File: config.mk
export PLATFORM = sky130hd
export DESIGN_NAME = pmu_top
export DESIGN_NICKNAME = d
export VERILOG_FILES = /design/src/design/pmu_pkg.sv /design/src/design/pmu_reg_decode.sv /design/src/design/pmu_counters.sv /design/src/design/pmu_mccu.sv /design/src/design/pmu_status.sv /design/src/design/pmu_top.sv
export SDC_FILE = /design/constraint.sdc
export NUM_CORES = 2
export LEC_CHECK = 0
export ABC_AREA = 1
export BUFFER_PORTS_ARGS = -buffer_cell sky130_fd_sc_hd__buf_2
export CAP_MARGIN = 10
export CORE_ASPECT_RATIO = 1.25
export CORE_UTILIZATION = 30
export CTS_CLUSTER_DIAMETER = 200
export DETAILED_ROUTE_END_ITERATION = 10
export PLACE_DENSITY_LB_ADDON = 0.05
export SYNTH_ARGS = -nofsm -noshare
export SYNTH_HDL_FRONTEND = slang
export SYNTH_SLANG_ARGS = --single-unit
File: constraint.sdc
create_clock -name clk_i -period 5.59 [get_ports clk_i]
set_input_delay 0.8385 -clock clk_i [delete_from_list [all_inputs] [get_ports clk_i]]
set_output_delay 0.8385 -clock clk_i [all_outputs]
set_load 0.02 [all_outputs]
File: src/design/pmu_pkg.sv
// Register group and bus state enums, configuration bit positions, default sizes
package pmu_pkg;

    // ----------------------------------------
    // Enumerations
    // ----------------------------------------

    // Register group selected by a bus word address
    typedef enum logic [3:0] {
        REG_CFG,
        REG_COUNTER,
        REG_OVF_MASK,
        REG_OVF_VECT,
        REG_MCCU_CFG,
        REG_MCCU_LIMIT,
        REG_MCCU_QUOTA,
        REG_MCCU_WEIGHT,
        REG_NONE
    } reg_group_e;

    // Wishbone slave states
    typedef enum logic {
        WB_IDLE,
        WB_ACK
    } wb_state_e;

    // ----------------------------------------
    // Configuration bits
    // ----------------------------------------

    // Shared by global and MCCU config registers
    localparam int CFG_EN_BIT      = 0;
    localparam int CFG_SOFTRST_BIT = 1;
    // Core 0 quota update bit in MCCU config
    localparam int MCCU_UPDATE_LSB = 2;

    // Default sizes for the top level
    localparam int DEF_REG_WIDTH    = 32;
    localparam int DEF_N_COUNTERS   = 9;
    localparam int DEF_N_CORES      = 4;
    localparam int DEF_N_EVENTS     = 2;
    localparam int DEF_WEIGHT_WIDTH = 8;

endpackage

File: src/design/pmu_reg_decode.sv
// Wishbone classic slave, address decode, configuration, mask, limit and weight registers
module pmu_reg_decode #(
    parameter int REG_WIDTH    = 32,
    parameter int N_COUNTERS   = 9,
    parameter int N_CORES      = 4,
    parameter int N_EVENTS     = 2,
    parameter int WEIGHT_WIDTH = 8
) (
    input  logic                                      clk_i,
    input  logic                                      rstn_i,
    input  logic                                      wb_cyc_i,
    input  logic                                      wb_stb_i,
    input  logic                                      wb_we_i,
    input  logic [REG_WIDTH-1:0]                      wb_adr_i,
    input  logic [REG_WIDTH-1:0]                      wb_dat_i,
    output logic                                      wb_ack_o,
    output logic [N_COUNTERS-1:0]                     cnt_wr_en_o,
    output logic [REG_WIDTH-1:0]                      wr_data_o,
    output logic                                      en_o,
    output logic                                      softrst_o,
    output logic [N_COUNTERS-1:0]                     ovf_mask_o,
    output logic                                      vect_clr_o,
    output logic                                      mccu_en_o,
    output logic                                      mccu_softrst_o,
    output logic [N_CORES-1:0]                        update_o,
    output logic [N_CORES*REG_WIDTH-1:0]              limits_o,
    output logic [N_CORES*N_EVENTS*WEIGHT_WIDTH-1:0]  weights_o,
    output pmu_pkg::reg_group_e                       group_o,
    output logic [REG_WIDTH-1:0]                      index_o,
    output logic [REG_WIDTH-1:0]                      cfg_o,
    output logic [REG_WIDTH-1:0]                      mccu_cfg_o
);

    // Word map where packed weights fill whole words
    localparam int W_BITS      = N_CORES * N_EVENTS * WEIGHT_WIDTH;
    localparam int N_WGT_WORDS = (W_BITS - 1) / REG_WIDTH + 1;
    localparam int BASE_CNT    = 1;
    localparam int BASE_MASK   = BASE_CNT + N_COUNTERS;
    localparam int BASE_VECT   = BASE_MASK + 1;
    localparam int BASE_MCFG   = BASE_VECT + 1;
    localparam int BASE_LIMIT  = BASE_MCFG + 1;
    localparam int BASE_QUOTA  = BASE_LIMIT + N_CORES;
    localparam int BASE_WGT    = BASE_QUOTA + N_CORES;
    localparam int END_MAP     = BASE_WGT + N_WGT_WORDS;

    pmu_pkg::wb_state_e             state_q;
    logic                           wr_fire;
    logic [REG_WIDTH-1:0]           cfg_q;
    logic [REG_WIDTH-1:0]           mccu_cfg_q;
    logic [N_COUNTERS-1:0]          mask_q;
    logic [N_CORES*REG_WIDTH-1:0]   limits_q;
    logic [W_BITS-1:0]              weights_q;

    // ----------------------------------------
    // Bus handshake
    // ----------------------------------------

    // Ack one cycle after a strobe seen in idle
    always_ff @(posedge clk_i or negedge rstn_i) begin
        if (!rstn_i) begin
            state_q <= pmu_pkg::WB_IDLE;
        end else if (state_q == pmu_pkg::WB_IDLE) begin
            if (wb_cyc_i && wb_stb_i) begin
                state_q <= pmu_pkg::WB_ACK;
            end
        end else begin
            state_q <= pmu_pkg::WB_IDLE;
        end
    end

    assign wb_ack_o = (state_q == pmu_pkg::WB_ACK);
    // Writes land on the edge that raises ack
    assign wr_fire  = (state_q == pmu_pkg::WB_IDLE) && wb_cyc_i && wb_stb_i && wb_we_i;

    // ----------------------------------------
    // Address decode
    // ----------------------------------------

    always_comb begin
        group_o = pmu_pkg::REG_NONE;
        index_o = '0;
        if (wb_adr_i == '0) begin
            group_o = pmu_pkg::REG_CFG;
        end else if (wb_adr_i < BASE_MASK) begin
            group_o = pmu_pkg::REG_COUNTER;
            index_o = wb_adr_i - REG_WIDTH'(BASE_CNT);
        end else if (wb_adr_i == BASE_MASK) begin
            group_o = pmu_pkg::REG_OVF_MASK;
        end else if (wb_adr_i == BASE_VECT) begin
            group_o = pmu_pkg::REG_OVF_VECT;
        end else if (wb_adr_i == BASE_MCFG) begin
            group_o = pmu_pkg::REG_MCCU_CFG;
        end else if (wb_adr_i < BASE_QUOTA) begin
            group_o = pmu_pkg::REG_MCCU_LIMIT;
            index_o = wb_adr_i - REG_WIDTH'(BASE_LIMIT);
        end else if (wb_adr_i < BASE_WGT) begin
            group_o = pmu_pkg::REG_MCCU_QUOTA;
            index_o = wb_adr_i - REG_WIDTH'(BASE_QUOTA);
        end else if (wb_adr_i < END_MAP) begin
            group_o = pmu_pkg::REG_MCCU_WEIGHT;
            index_o = wb_adr_i - REG_WIDTH'(BASE_WGT);
        end
    end

    // One-hot counter preload strobe
    always_comb begin
        cnt_wr_en_o = '0;
        if (wr_fire && group_o == pmu_pkg::REG_COUNTER) begin
            cnt_wr_en_o[index_o] = 1'b1;
        end
    end

    assign vect_clr_o = wr_fire && (group_o == pmu_pkg::REG_OVF_VECT);
    assign wr_data_o  = wb_dat_i;

    // ----------------------------------------
    // Software registers
    // ----------------------------------------

    always_ff @(posedge clk_i or negedge rstn_i) begin
        if (!rstn_i) begin
            cfg_q      <= '0;
            mccu_cfg_q <= '0;
            mask_q     <= '0;
            limits_q   <= '0;
            weights_q  <= '0;
        end else if (wr_fire) begin
            case (group_o)
                pmu_pkg::REG_CFG:        cfg_q      <= wb_dat_i;
                pmu_pkg::REG_MCCU_CFG:   mccu_cfg_q <= wb_dat_i;
                pmu_pkg::REG_OVF_MASK:   mask_q     <= wb_dat_i[N_COUNTERS-1:0];
                pmu_pkg::REG_MCCU_LIMIT: limits_q[index_o*REG_WIDTH +: REG_WIDTH] <= wb_dat_i;
                pmu_pkg::REG_MCCU_WEIGHT: begin
                    // Only bits of the addressed word
                    for (int b = 0; b < W_BITS; b++) begin
                        if (b / REG_WIDTH == index_o) begin
                            weights_q[b] <= wb_dat_i[b % REG_WIDTH];
                        end
                    end
                end
                // Counters, vector clear and quotas handled elsewhere
                default: ;
            endcase
        end
    end

    assign cfg_o          = cfg_q;
    assign mccu_cfg_o     = mccu_cfg_q;
    assign en_o           = cfg_q[pmu_pkg::CFG_EN_BIT];
    assign softrst_o      = cfg_q[pmu_pkg::CFG_SOFTRST_BIT];
    assign mccu_en_o      = mccu_cfg_q[pmu_pkg::CFG_EN_BIT];
    assign mccu_softrst_o = mccu_cfg_q[pmu_pkg::CFG_SOFTRST_BIT];
    assign update_o       = mccu_cfg_q[pmu_pkg::MCCU_UPDATE_LSB +: N_CORES];
    assign ovf_mask_o     = mask_q;
    assign limits_o       = limits_q;
    assign weights_o      = weights_q;

endmodule

File: src/design/pmu_counters.sv
// Event counter bank with preload, soft reset and per-counter wrap flags
module pmu_counters #(
    parameter int REG_WIDTH  = 32,
    parameter int N_COUNTERS = 9
) (
    input  logic                            clk_i,
    input  logic                            rstn_i,
    input  logic                            en_i,
    input  logic                            softrst_i,
    input  logic [N_COUNTERS-1:0]           events_i,
    input  logic [N_COUNTERS-1:0]           wr_en_i,
    input  logic [REG_WIDTH-1:0]            wr_data_i,
    output logic [N_COUNTERS*REG_WIDTH-1:0] count_o,
    output logic [N_COUNTERS-1:0]           wrap_o
);

    // ----------------------------------------
    // One counter per event line
    // ----------------------------------------

    for (genvar i = 0; i < N_COUNTERS; i++) begin : g_cnt
        logic [REG_WIDTH-1:0] cnt_q;
        logic                 wrap_q;

        // Soft reset beats preload and preload beats counting
        always_ff @(posedge clk_i or negedge rstn_i) begin
            if (!rstn_i) begin
                cnt_q  <= '0;
                wrap_q <= 1'b0;
            end else if (softrst_i) begin
                cnt_q  <= '0;
                wrap_q <= 1'b0;
            end else if (wr_en_i[i]) begin
                cnt_q  <= wr_data_i;
                wrap_q <= 1'b0;
            end else if (en_i && events_i[i]) begin
                cnt_q  <= cnt_q + 1'b1;
                // All ones rolls over to zero here
                wrap_q <= &cnt_q;
            end else begin
                wrap_q <= 1'b0;
            end
        end

        assign count_o[i*REG_WIDTH +: REG_WIDTH] = cnt_q;
        assign wrap_o[i]                         = wrap_q;
    end

endmodule

File: src/design/pmu_mccu.sv
// Per-core weighted contention quota tracking and quota-exhausted interrupts
module pmu_mccu #(
    parameter int REG_WIDTH    = 32,
    parameter int N_CORES      = 4,
    parameter int N_EVENTS     = 2,
    parameter int WEIGHT_WIDTH = 8
) (
    input  logic                                      clk_i,
    input  logic                                      rstn_i,
    input  logic                                      en_i,
    input  logic                                      softrst_i,
    input  logic [N_CORES-1:0]                        update_i,
    input  logic [N_CORES*N_EVENTS-1:0]               events_i,
    input  logic [N_CORES*REG_WIDTH-1:0]              limits_i,
    input  logic [N_CORES*N_EVENTS*WEIGHT_WIDTH-1:0]  weights_i,
    output logic [N_CORES*REG_WIDTH-1:0]              quota_o,
    output logic [N_CORES-1:0]                        intr_mccu_o
);

    // Room for N_EVENTS full-scale weights
    localparam int SUM_WIDTH = WEIGHT_WIDTH + $clog2(N_EVENTS + 1);

    // ----------------------------------------
    // Per-core quota tracking
    // ----------------------------------------

    for (genvar k = 0; k < N_CORES; k++) begin : g_core
        logic [SUM_WIDTH-1:0] sum;
        logic [REG_WIDTH-1:0] sum_ext;
        logic [REG_WIDTH-1:0] quota_q;
        logic                 intr_q;

        // Core k owns events k*N_EVENTS and up
        always_comb begin
            sum = '0;
            for (int e = 0; e < N_EVENTS; e++) begin
                if (events_i[k*N_EVENTS + e]) begin
                    sum = sum + SUM_WIDTH'(weights_i[(k*N_EVENTS + e)*WEIGHT_WIDTH +: WEIGHT_WIDTH]);
                end
            end
        end

        assign sum_ext = REG_WIDTH'(sum);

        always_ff @(posedge clk_i or negedge rstn_i) begin
            if (!rstn_i) begin
                quota_q <= '0;
                intr_q  <= 1'b0;
            end else if (softrst_i) begin
                quota_q <= '0;
                intr_q  <= 1'b0;
            end else if (update_i[k]) begin
                // Reload from software limit
                quota_q <= limits_i[k*REG_WIDTH +: REG_WIDTH];
                intr_q  <= 1'b0;
            end else if (en_i) begin
                if (sum_ext > quota_q) begin
                    // Saturate and flag exhaustion
                    quota_q <= '0;
                    intr_q  <= 1'b1;
                end else begin
                    quota_q <= quota_q - sum_ext;
                end
            end
        end

        assign quota_o[k*REG_WIDTH +: REG_WIDTH] = quota_q;
        // Sticky until the next update
        assign intr_mccu_o[k]                    = intr_q;
    end

endmodule

File: src/design/pmu_status.sv
// Sticky overflow vector, masked overflow interrupt and read-data multiplexer
module pmu_status #(
    parameter int REG_WIDTH    = 32,
    parameter int N_COUNTERS   = 9,
    parameter int N_CORES      = 4,
    parameter int N_EVENTS     = 2,
    parameter int WEIGHT_WIDTH = 8
) (
    input  logic                                      clk_i,
    input  logic                                      rstn_i,
    input  logic                                      softrst_i,
    input  logic [N_COUNTERS-1:0]                     wrap_i,
    input  logic [N_COUNTERS-1:0]                     ovf_mask_i,
    input  logic                                      vect_clr_i,
    input  logic [REG_WIDTH-1:0]                      clr_data_i,
    input  pmu_pkg::reg_group_e                       group_i,
    input  logic [REG_WIDTH-1:0]                      index_i,
    input  logic [REG_WIDTH-1:0]                      cfg_i,
    input  logic [REG_WIDTH-1:0]                      mccu_cfg_i,
    input  logic [N_COUNTERS*REG_WIDTH-1:0]           count_i,
    input  logic [N_CORES*REG_WIDTH-1:0]              limits_i,
    input  logic [N_CORES*N_EVENTS*WEIGHT_WIDTH-1:0]  weights_i,
    input  logic [N_CORES*REG_WIDTH-1:0]              quota_i,
    output logic [REG_WIDTH-1:0]                      wb_dat_o,
    output logic                                      intr_overflow_o
);

    logic [N_COUNTERS-1:0]                               vect_q;
    logic [N_COUNTERS-1:0]                               clr_bits;
    // Zero word on top keeps the last weight word in range
    logic [N_CORES*N_EVENTS*WEIGHT_WIDTH+REG_WIDTH-1:0]  weights_pad;

    // ----------------------------------------
    // Overflow vector
    // ----------------------------------------

    assign clr_bits = vect_clr_i ? clr_data_i[N_COUNTERS-1:0] : '0;

    // New wrap wins over a clear in the same cycle
    always_ff @(posedge clk_i or negedge rstn_i) begin
        if (!rstn_i) begin
            vect_q <= '0;
        end else if (softrst_i) begin
            vect_q <= '0;
        end else begin
            vect_q <= (vect_q & ~clr_bits) | wrap_i;
        end
    end

    assign intr_overflow_o = |(vect_q & ovf_mask_i);

    // ----------------------------------------
    // Read back
    // ----------------------------------------

    assign weights_pad = {{REG_WIDTH{1'b0}}, weights_i};

    always_comb begin
        case (group_i)
            pmu_pkg::REG_CFG:         wb_dat_o = cfg_i;
            pmu_pkg::REG_COUNTER:     wb_dat_o = count_i[index_i*REG_WIDTH +: REG_WIDTH];
            pmu_pkg::REG_OVF_MASK:    wb_dat_o = REG_WIDTH'(ovf_mask_i);
            pmu_pkg::REG_OVF_VECT:    wb_dat_o = REG_WIDTH'(vect_q);
            pmu_pkg::REG_MCCU_CFG:    wb_dat_o = mccu_cfg_i;
            pmu_pkg::REG_MCCU_LIMIT:  wb_dat_o = limits_i[index_i*REG_WIDTH +: REG_WIDTH];
            pmu_pkg::REG_MCCU_QUOTA:  wb_dat_o = quota_i[index_i*REG_WIDTH +: REG_WIDTH];
            pmu_pkg::REG_MCCU_WEIGHT: wb_dat_o = weights_pad[index_i*REG_WIDTH +: REG_WIDTH];
            // Unmapped words
            default:                  wb_dat_o = '0;
        endcase
    end

endmodule

File: src/design/pmu_top.sv
// Top level with parameters, bus decode, counters, MCCU and status wiring
module pmu_top #(
    parameter int REG_WIDTH    = pmu_pkg::DEF_REG_WIDTH,
    parameter int N_COUNTERS   = pmu_pkg::DEF_N_COUNTERS,
    parameter int N_CORES      = pmu_pkg::DEF_N_CORES,
    parameter int N_EVENTS     = pmu_pkg::DEF_N_EVENTS,
    parameter int WEIGHT_WIDTH = pmu_pkg::DEF_WEIGHT_WIDTH
) (
    input  logic                  clk_i,
    input  logic                  rstn_i,
    // Wishbone classic with full-word accesses only
    input  logic                  wb_cyc_i,
    input  logic                  wb_stb_i,
    input  logic                  wb_we_i,
    input  logic [REG_WIDTH-1:0]  wb_adr_i,
    input  logic [REG_WIDTH-1:0]  wb_dat_i,
    output logic                  wb_ack_o,
    output logic [REG_WIDTH-1:0]  wb_dat_o,
    input  logic [N_COUNTERS-1:0] events_i,
    output logic                  intr_overflow_o,
    output logic [N_CORES-1:0]    intr_mccu_o
);

    localparam int W_BITS = N_CORES * N_EVENTS * WEIGHT_WIDTH;

    logic [N_COUNTERS-1:0]           cnt_wr_en;
    logic [REG_WIDTH-1:0]            wr_data;
    logic                            en;
    logic                            softrst;
    logic [N_COUNTERS-1:0]           ovf_mask;
    logic                            vect_clr;
    logic                            mccu_en;
    logic                            mccu_softrst;
    logic [N_CORES-1:0]              mccu_update;
    logic [N_CORES*REG_WIDTH-1:0]    limits;
    logic [W_BITS-1:0]               weights;
    pmu_pkg::reg_group_e             group;
    logic [REG_WIDTH-1:0]            index;
    logic [REG_WIDTH-1:0]            cfg;
    logic [REG_WIDTH-1:0]            mccu_cfg;
    logic [N_COUNTERS*REG_WIDTH-1:0] count;
    logic [N_COUNTERS-1:0]           wrap;
    logic [N_CORES*REG_WIDTH-1:0]    quota;

    // ----------------------------------------
    // Decode
    // ----------------------------------------

    pmu_reg_decode #(
        .REG_WIDTH    (REG_WIDTH),
        .N_COUNTERS   (N_COUNTERS),
        .N_CORES      (N_CORES),
        .N_EVENTS     (N_EVENTS),
        .WEIGHT_WIDTH (WEIGHT_WIDTH)
    ) i_pmu_reg_decode (
        .clk_i          (clk_i),
        .rstn_i         (rstn_i),
        .wb_cyc_i       (wb_cyc_i),
        .wb_stb_i       (wb_stb_i),
        .wb_we_i        (wb_we_i),
        .wb_adr_i       (wb_adr_i),
        .wb_dat_i       (wb_dat_i),
        .wb_ack_o       (wb_ack_o),
        .cnt_wr_en_o    (cnt_wr_en),
        .wr_data_o      (wr_data),
        .en_o           (en),
        .softrst_o      (softrst),
        .ovf_mask_o     (ovf_mask),
        .vect_clr_o     (vect_clr),
        .mccu_en_o      (mccu_en),
        .mccu_softrst_o (mccu_softrst),
        .update_o       (mccu_update),
        .limits_o       (limits),
        .weights_o      (weights),
        .group_o        (group),
        .index_o        (index),
        .cfg_o          (cfg),
        .mccu_cfg_o     (mccu_cfg)
    );

    // ----------------------------------------
    // Execute
    // ----------------------------------------

    pmu_counters #(
        .REG_WIDTH  (REG_WIDTH),
        .N_COUNTERS (N_COUNTERS)
    ) i_pmu_counters (
        .clk_i     (clk_i),
        .rstn_i    (rstn_i),
        .en_i      (en),
        .softrst_i (softrst),
        .events_i  (events_i),
        .wr_en_i   (cnt_wr_en),
        .wr_data_i (wr_data),
        .count_o   (count),
        .wrap_o    (wrap)
    );

    // Low event lines feed the MCCU with two per core
    pmu_mccu #(
        .REG_WIDTH    (REG_WIDTH),
        .N_CORES      (N_CORES),
        .N_EVENTS     (N_EVENTS),
        .WEIGHT_WIDTH (WEIGHT_WIDTH)
    ) i_pmu_mccu (
        .clk_i       (clk_i),
        .rstn_i      (rstn_i),
        .en_i        (mccu_en),
        .softrst_i   (mccu_softrst),
        .update_i    (mccu_update),
        .events_i    (events_i[N_CORES*N_EVENTS-1:0]),
        .limits_i    (limits),
        .weights_i   (weights),
        .quota_o     (quota),
        .intr_mccu_o (intr_mccu_o)
    );

    // ----------------------------------------
    // Result
    // ----------------------------------------

    pmu_status #(
        .REG_WIDTH    (REG_WIDTH),
        .N_COUNTERS   (N_COUNTERS),
        .N_CORES      (N_CORES),
        .N_EVENTS     (N_EVENTS),
        .WEIGHT_WIDTH (WEIGHT_WIDTH)
    ) i_pmu_status (
        .clk_i           (clk_i),
        .rstn_i          (rstn_i),
        .softrst_i       (softrst),
        .wrap_i          (wrap),
        .ovf_mask_i      (ovf_mask),
        .vect_clr_i      (vect_clr),
        .clr_data_i      (wr_data),
        .group_i         (group),
        .index_i         (index),
        .cfg_i           (cfg),
        .mccu_cfg_i      (mccu_cfg),
        .count_i         (count),
        .limits_i        (limits),
        .weights_i       (weights),
        .quota_i         (quota),
        .wb_dat_o        (wb_dat_o),
        .intr_overflow_o (intr_overflow_o)
    );

endmodule

---- Word-level counts from Yosys, hierarchy flattened ----
Cells that the tools add are included.
cells by class
  reduce and logical (&&, ||, !) cells .... 56
  order comparisons ....................... 10
  shifts and indexed selects .............. 6
  muxes and demuxes ....................... 119
  $add $sub $neg .......................... 22
  bitwise operators ....................... 5
  equal/unequal tests ..................... 11
operator list
  cell                                                                                  number
  32-bit two-way mux                                                                    51
  32-bit by 1-bit adder with 32-bit output, second input constant                       9
  32-bit AND reduction                                                                  9
  288-bit by 33-bit variable part select with 32-bit output                             1
  32-bit one-hot mux with 8 select lines                                                1
  128-bit by 33-bit variable part select with 32-bit output                             2
  128-bit bitwise mux                                                                   1
  10-bit by 32-bit greater-than comparator with 1-bit output                            4
  32-bit by 5-bit < comparator with 1-bit output, second input constant                 4
  32-bit by 34-bit variable shift with 128-bit output, first input constant             1
  32-bit by 34-bit variable part select with 128-bit output                             1
  32-bit by 10-bit subtractor with 32-bit output                                        4
  32-bit by 4-bit == test with 1-bit output, second input constant                      3
  96-bit by 33-bit variable part select with 32-bit output                              1
  32-bit zero test                                                                      2
  32-bit by 5-bit subtractor with 32-bit output, second input constant                  2
  3-bit nonzero test                                                                    17
  1-bit two-way mux                                                                     46
  10-bit two-way mux                                                                    4
  8-bit by 8-bit adder with 9-bit output                                                4
  32-bit negation with 34-bit output                                                    1
  1-bit by 32-bit == test with 1-bit output, first input constant                       1
  32-bit by 1-bit greater-or-equal comparator with 1-bit output, second input constant  1
  32-bit by 4-bit < comparator with 1-bit output, second input constant                 1
  other kinds (18)                                                                      58
storage, ports and cells
  output and inout bits ................... 38
  input bits .............................. 78
  register bits ........................... 704

---- Logic depth before layout (Yosys ltp) ----
  depth after elaboration ................. 16
  mapped depth ............................ 31
  depth with buffers taken out ............ 30

---- Hierarchy ----
A second synthesis with hierarchy kept.
second synthesis, totals
  cell total of the unflattened synthesis .. 9,120
  area total of the unflattened synthesis .. 56,386.6 um^2
by module, submodules not included
  module          times used  cells an instance  area each (um^2)
  pmu_counters    1           3,581              22,442.8
  pmu_mccu        1           2,413              13,854.5
  pmu_reg_decode  1           1,473              12,359.4
  pmu_status      1           1,653              7,729.9

---- Worst setup path after synthesis ----
OpenSTA, ideal clock, no wires.
  kind .................................... in2reg
  start point ............................. input events_i[2]
  end point ............................... register i_pmu_mccu.g_core[1].quota_q[13]
  arrival ................................. 4.573 ns
  library setup time ...................... 0.121 ns
  stages .................................. 28
  path slack .............................. 0.896 ns
  path buffers ............................ 3
  cell sequence ........................... clkbuf_1 nand2_1 inv_1 ha_1 a21oi_1 nand2_1 a21oi_1 nor2_1 nor2_1 nor2_1 o21ai_0 nand2_1 xor2_1 o21ai_0 ha_1 a21oi_1 inv_1 a21oi_1 nand4_1 nor2_1 nand2_1 nor2_1 nand2_1 nand2_1 buf_2 buf_2 o22ai_1 a22o_1
between the ends
  word-level cells in the longest chain between the ends .. 8
  elaborated cells between the ends (all ways) .. 9
ends and longest elaborated chain
  item                                                                                                                                 line                            RTL
  start, declared                                                                                                                      pmu_top.sv:19                   input logic [N_COUNTERS-1:0] events_i,
  8-bit two-way mux (*)                                                                                                                pmu_mccu.sv:37                  if (events_i[k*N_EVENTS + e]) begin
  8-bit by 8-bit adder with 9-bit output                                                                                               pmu_mccu.sv:38                  sum = sum + SUM_WIDTH'(weights_i[(k*N_EVENTS + e)*WEIGHT_WIDTH +: WEIGHT_WIDTH]);
  10-bit two-way mux (*)                                                                                                               pmu_mccu.sv:37
  32-bit by 10-bit subtractor with 32-bit output / 10-bit by 32-bit greater-than comparator with 1-bit output (equally long branches)  pmu_mccu.sv:62, pmu_mccu.sv:57
  32-bit two-way mux (*)                                                                                                               pmu_mccu.sv:57                  if (sum_ext > quota_q) begin
  32-bit two-way mux (*)                                                                                                               pmu_mccu.sv:56                  end else if (en_i) begin
  32-bit two-way mux (*)                                                                                                               pmu_mccu.sv:52                  end else if (update_i[k]) begin
  32-bit two-way mux (*)                                                                                                               pmu_mccu.sv:49                  end else if (softrst_i) begin
  end signal, assigned                                                                                                                 pmu_mccu.sv:54                  quota_q <= limits_i[k*REG_WIDTH +: REG_WIDTH];
  end signal, assigned                                                                                                                 pmu_mccu.sv:62                  quota_q <= quota_q - sum_ext;
  end, declared                                                                                                                        pmu_mccu.sv:30                  logic [REG_WIDTH-1:0] quota_q;
Mark *: on every way between the ends. The rest lies on a longest branch, timed or not. The select of a mux whose other input is x is not followed.
A chain may end at the register's enable or synchronous reset.

---- Final worst setup path ----
  start point ............................. input wb_adr_i[1]
  end point ............................... output wb_dat_o[27]
between the ends
  word-level cells in the longest chain between the ends .. 11
  elaborated cells between the ends (all ways) .. 41
ends and longest elaborated chain
  item                                                                                                                    line                                         RTL
  start, declared                                                                                                         pmu_top.sv:15                                input logic [REG_WIDTH-1:0] wb_adr_i,
  32-bit by 5-bit subtractor with 32-bit output / 32-bit by 5-bit < comparator with 1-bit output (equally long branches)  pmu_reg_decode.sv:101, pmu_reg_decode.sv:99
  32-bit two-way mux / 4-bit two-way mux (equally long branches)                                                          pmu_reg_decode.sv:99                         end else if (wb_adr_i < END_MAP) begin
  32-bit two-way mux / 4-bit two-way mux (equally long branches)                                                          pmu_reg_decode.sv:96                         end else if (wb_adr_i < BASE_WGT) begin
  32-bit two-way mux / 4-bit two-way mux (equally long branches)                                                          pmu_reg_decode.sv:93                         end else if (wb_adr_i < BASE_QUOTA) begin
  32-bit two-way mux / 4-bit two-way mux (equally long branches)                                                          pmu_reg_decode.sv:91                         end else if (wb_adr_i == BASE_MCFG) begin
  32-bit two-way mux / 4-bit two-way mux (equally long branches)                                                          pmu_reg_decode.sv:89                         end else if (wb_adr_i == BASE_VECT) begin
  32-bit two-way mux / 4-bit two-way mux (equally long branches)                                                          pmu_reg_decode.sv:87                         end else if (wb_adr_i == BASE_MASK) begin
  32-bit two-way mux / 4-bit two-way mux (equally long branches)                                                          pmu_reg_decode.sv:84                         end else if (wb_adr_i < BASE_MASK) begin
  32-bit two-way mux / 4-bit two-way mux (equally long branches)                                                          pmu_reg_decode.sv:82                         if (wb_adr_i == '0) begin
  288-bit by 33-bit variable part select with 32-bit output (tied with other cells)                                       pmu_status.sv:61                             pmu_pkg::REG_COUNTER: wb_dat_o = count_i[index_i*REG_WIDTH +: REG_WIDTH];
  32-bit one-hot mux with 8 select lines (*)                                                                              pmu_status.sv:59                             case (group_i)
  end, declared                                                                                                           pmu_top.sv:18                                output logic [REG_WIDTH-1:0] wb_dat_o,
Mark *: on every way between the ends. The rest lies on a longest branch, timed or not.

==> metrics.cfg <==
[status]
status = complete, no violations

[grt]
gr-usage-all-layers_pct = 32.3
grt_util_met2_pct = 51.6
met3_usage_pct = 4.18
grt_max_degree = 107
top_usage_layer = met2
grtUsageMet1_pct = 41.0
grt_overflow = 0
antenna_found_initial = 35
grt_pass1_vias = 50800
grt_pass1_wl_um = 388000

[cells_and_area]
nFillCells = 18100
final_core_util_pct = 34.6
fin_nets = 7555
syn_to_final_growth_pct = 14.3
regArea_um2 = 17600
final_cells = 9661
multi_input_area_um2 = 26900
design_area_um2 = 56800
layout-drive-gt1-share_pct = 8.14

[clock_network]
clkSinkCount = 704
postCtsSetupBuffers = 0
cts_tree = built
cts_made_buffers = 93
clk_pin_slew_worst_paths_ps = 60
cts-root-buf = clkbuf_16
htreeDepth = 3
ctsHoldBuffers = 0
clockBufferDepth = 3
insertion_delay_ps = 760

[synthesis]
netlist-cell-type-count = 57
synth_most_common_cell = nand2_1
synth_flop_cell = dfrtp_1
avgSynthCellArea_um2 = 6.78
synth_common_cells = nand2_1, o21ai_0, inv_1
synth_area_leaders = dfrtp_1, nand2_1, o21ai_0
synth_edf_count = 0
syn_area_um2 = 49700
async_flop_share_pct = 100
yosysTopAreaCellShare_pct = 35.4
synth_top_area_cell = dfrtp_1
yosys_warnings = 0
synth_seq_cells = 704
synthCells = 7333
syn-num-nets = 7504
yosysSeqAreaShare_pct = 35.4

[worst_setup_path]
path_buf_inv = 6
worstPathRequired_ps = 4750
startpoint_type = input port
worst_path_max_delay_cell = nand3_1
worst_ep_arrival_time_ps = 4530
critPathKind = in -> out
max_stage_delay_ps = 460
endpoint_kind = primary output
critical_path.top_delay_family = simple AND/OR/NAND/NOR gates
path_max_fanout = 34
crit_top_cell = nand2_1

[drt]
ant_nets = 0
drcViolationCount = 0
drt_iter0_drc = 5630
wl_per_cell_um = 28.5
viasPerCell = 5.49
vias = 53000
wirelength_um = 276000
drt-pass1-iter-count = 6

[sta]
post-route-min-period_ps = 5370
setup_viol = 0
max_freq_mhz = 186
worstMarginPinSlew_ps = 1340
slew_headroom_pct = 10.6
hold_viol = 0
finalSetupTns_ps = 0
skew_ps = 37.8
fin_crit_sh_pct = 96.0
drv_slew = 0

[floorplanning]
ios = 116
chipWidth_um = 366
fp.coreArea_um2 = 164000
die_h_um = 457
row_count = 166
start_util_pct = 30.3
die-area_um2 = 167000

[power]
p_total_mw = 12.1
p_per_area_nw_per_um2 = 213
p_leak_nw = 28.1
max-vdd-ir-drop_v = 0.000202

[placement]
io_buffers = 115
placed_cells = 9473
place.detailed.hpwl_um = 204000
globalplace.congestion = 0.995
placed_area_um2 = 53700

[min_path]
min_path_type = in -> async

[flow_run]
drv_cap = 0

==> cells by family after synthesis <==
kind of cell / synth area share [%]
AND/OR/NAND/NOR: 27.3
AO/OA/AOI/OAI: 19.4
buffers and inverters: 10.7
flip-flops: 35.4
XOR/XNOR: 4.65
adder cells (fa/ha/maj): 2.46
==> final timing paths <==
path | from | endpoint | slack (ps) | cells past startpoint
setup / recovery | wb_adr_i[1] | wb_dat_o[27] | 220 | 25
hold / removal | rstn_i | i_pmu_mccu.g_core[2].intr_q | 70 | 1
setup reg to reg | i_pmu_reg_decode.weights_o[50] | i_pmu_mccu.g_core[3].quota_q[21] | 930 | 30
hold reg to reg | i_pmu_reg_decode.wb_ack_o | i_pmu_reg_decode.wb_ack_o | 430 | 1
max in group asynchronous | rstn_i | i_pmu_mccu.g_core[0].quota_q[19] | 4250 | 2
min in group clk_i | wb_cyc_i | i_pmu_reg_decode.wb_ack_o | 320 | 3
==> cell usage in the layout (no fill, tap or decap), drive strengths merged, types with 3 or more instances in the layout <==
cell	n
a21boi	8
a21oi	199
a221oi	6
a22o	37
a22oi	31
a31oi	16
a32oi	14
and3	7
buf	361
bufinv	6
clkbuf	138
clkinv	31
dfrtp	704
diode	22
fa	8
ha	85
inv	949
nand2	1802
nand3	523
nand3b	11
nand4	168
nor2	479
nor3	130
nor4	43
o2111ai	7
o211ai	64
o21ai	1084
o21bai	8
o22ai	256
or2	8
or3	3
xnor2	19
xor2	245
==> state kept, by name, indices dropped and copies added (netlist names) <==
register	cells
i_pmu_mccu.g_core.intr_q	4
i_pmu_counters.g_cnt.wrap_q	9
i_pmu_mccu.g_core.quota_q	128
i_pmu_reg_decode.cfg_o	32
i_pmu_reg_decode.weights_o	64
i_pmu_reg_decode.ovf_mask_o	9
i_pmu_counters.g_cnt.cnt_q	288
i_pmu_reg_decode.wb_ack_o	1
i_pmu_reg_decode.mccu_cfg_o	32
i_pmu_reg_decode.limits_o	128
i_pmu_status.vect_q	9
==> power by group <==
part	internal (mW)	leakage (nW)	switching (mW)	total, mW
clock network	3.61	1.51	2.70	6.31
logic	0.118	18.3	0.579	0.697
registers	5.10	8.31	0.000165	5.10
total	8.82	28.1	3.28	12.1
==> what timing repair did <==
action,CTS,global route
hold endpoints to repair,0,0
endpoints found under the setup margin,0,8
gates resized for setup,0,5
==> layout make-up <==
type,instances,share of cell area [%]
clock buffers,138,4.74
flip-flops and latches,704,31.0
diodes,22,0.0969
repair buffers,361,5.11
clock inverters,28,0.630
multi-input cells,5266,47.3
well taps,2184,4.81
inverters,958,6.33
==> stage by stage <==
step / hold WS, ps / setup slack (ps)
after floorplan: 449 / 896
after global placement: 423 / 68.3
after detailed placement: 423 / 131
after CTS: 95.9 / 115
after global routing: 119 / -0.541
final: 67.4 / 222
==> per-layer routing <==
layer	up-vias	routed length (µm)
met4	6	19400
met2	2129	126000
met5	-	46
met1	25900	114000
li1	24500	-
met3	496	17100
Note: power is estimated with default switching activity, not from simulation.
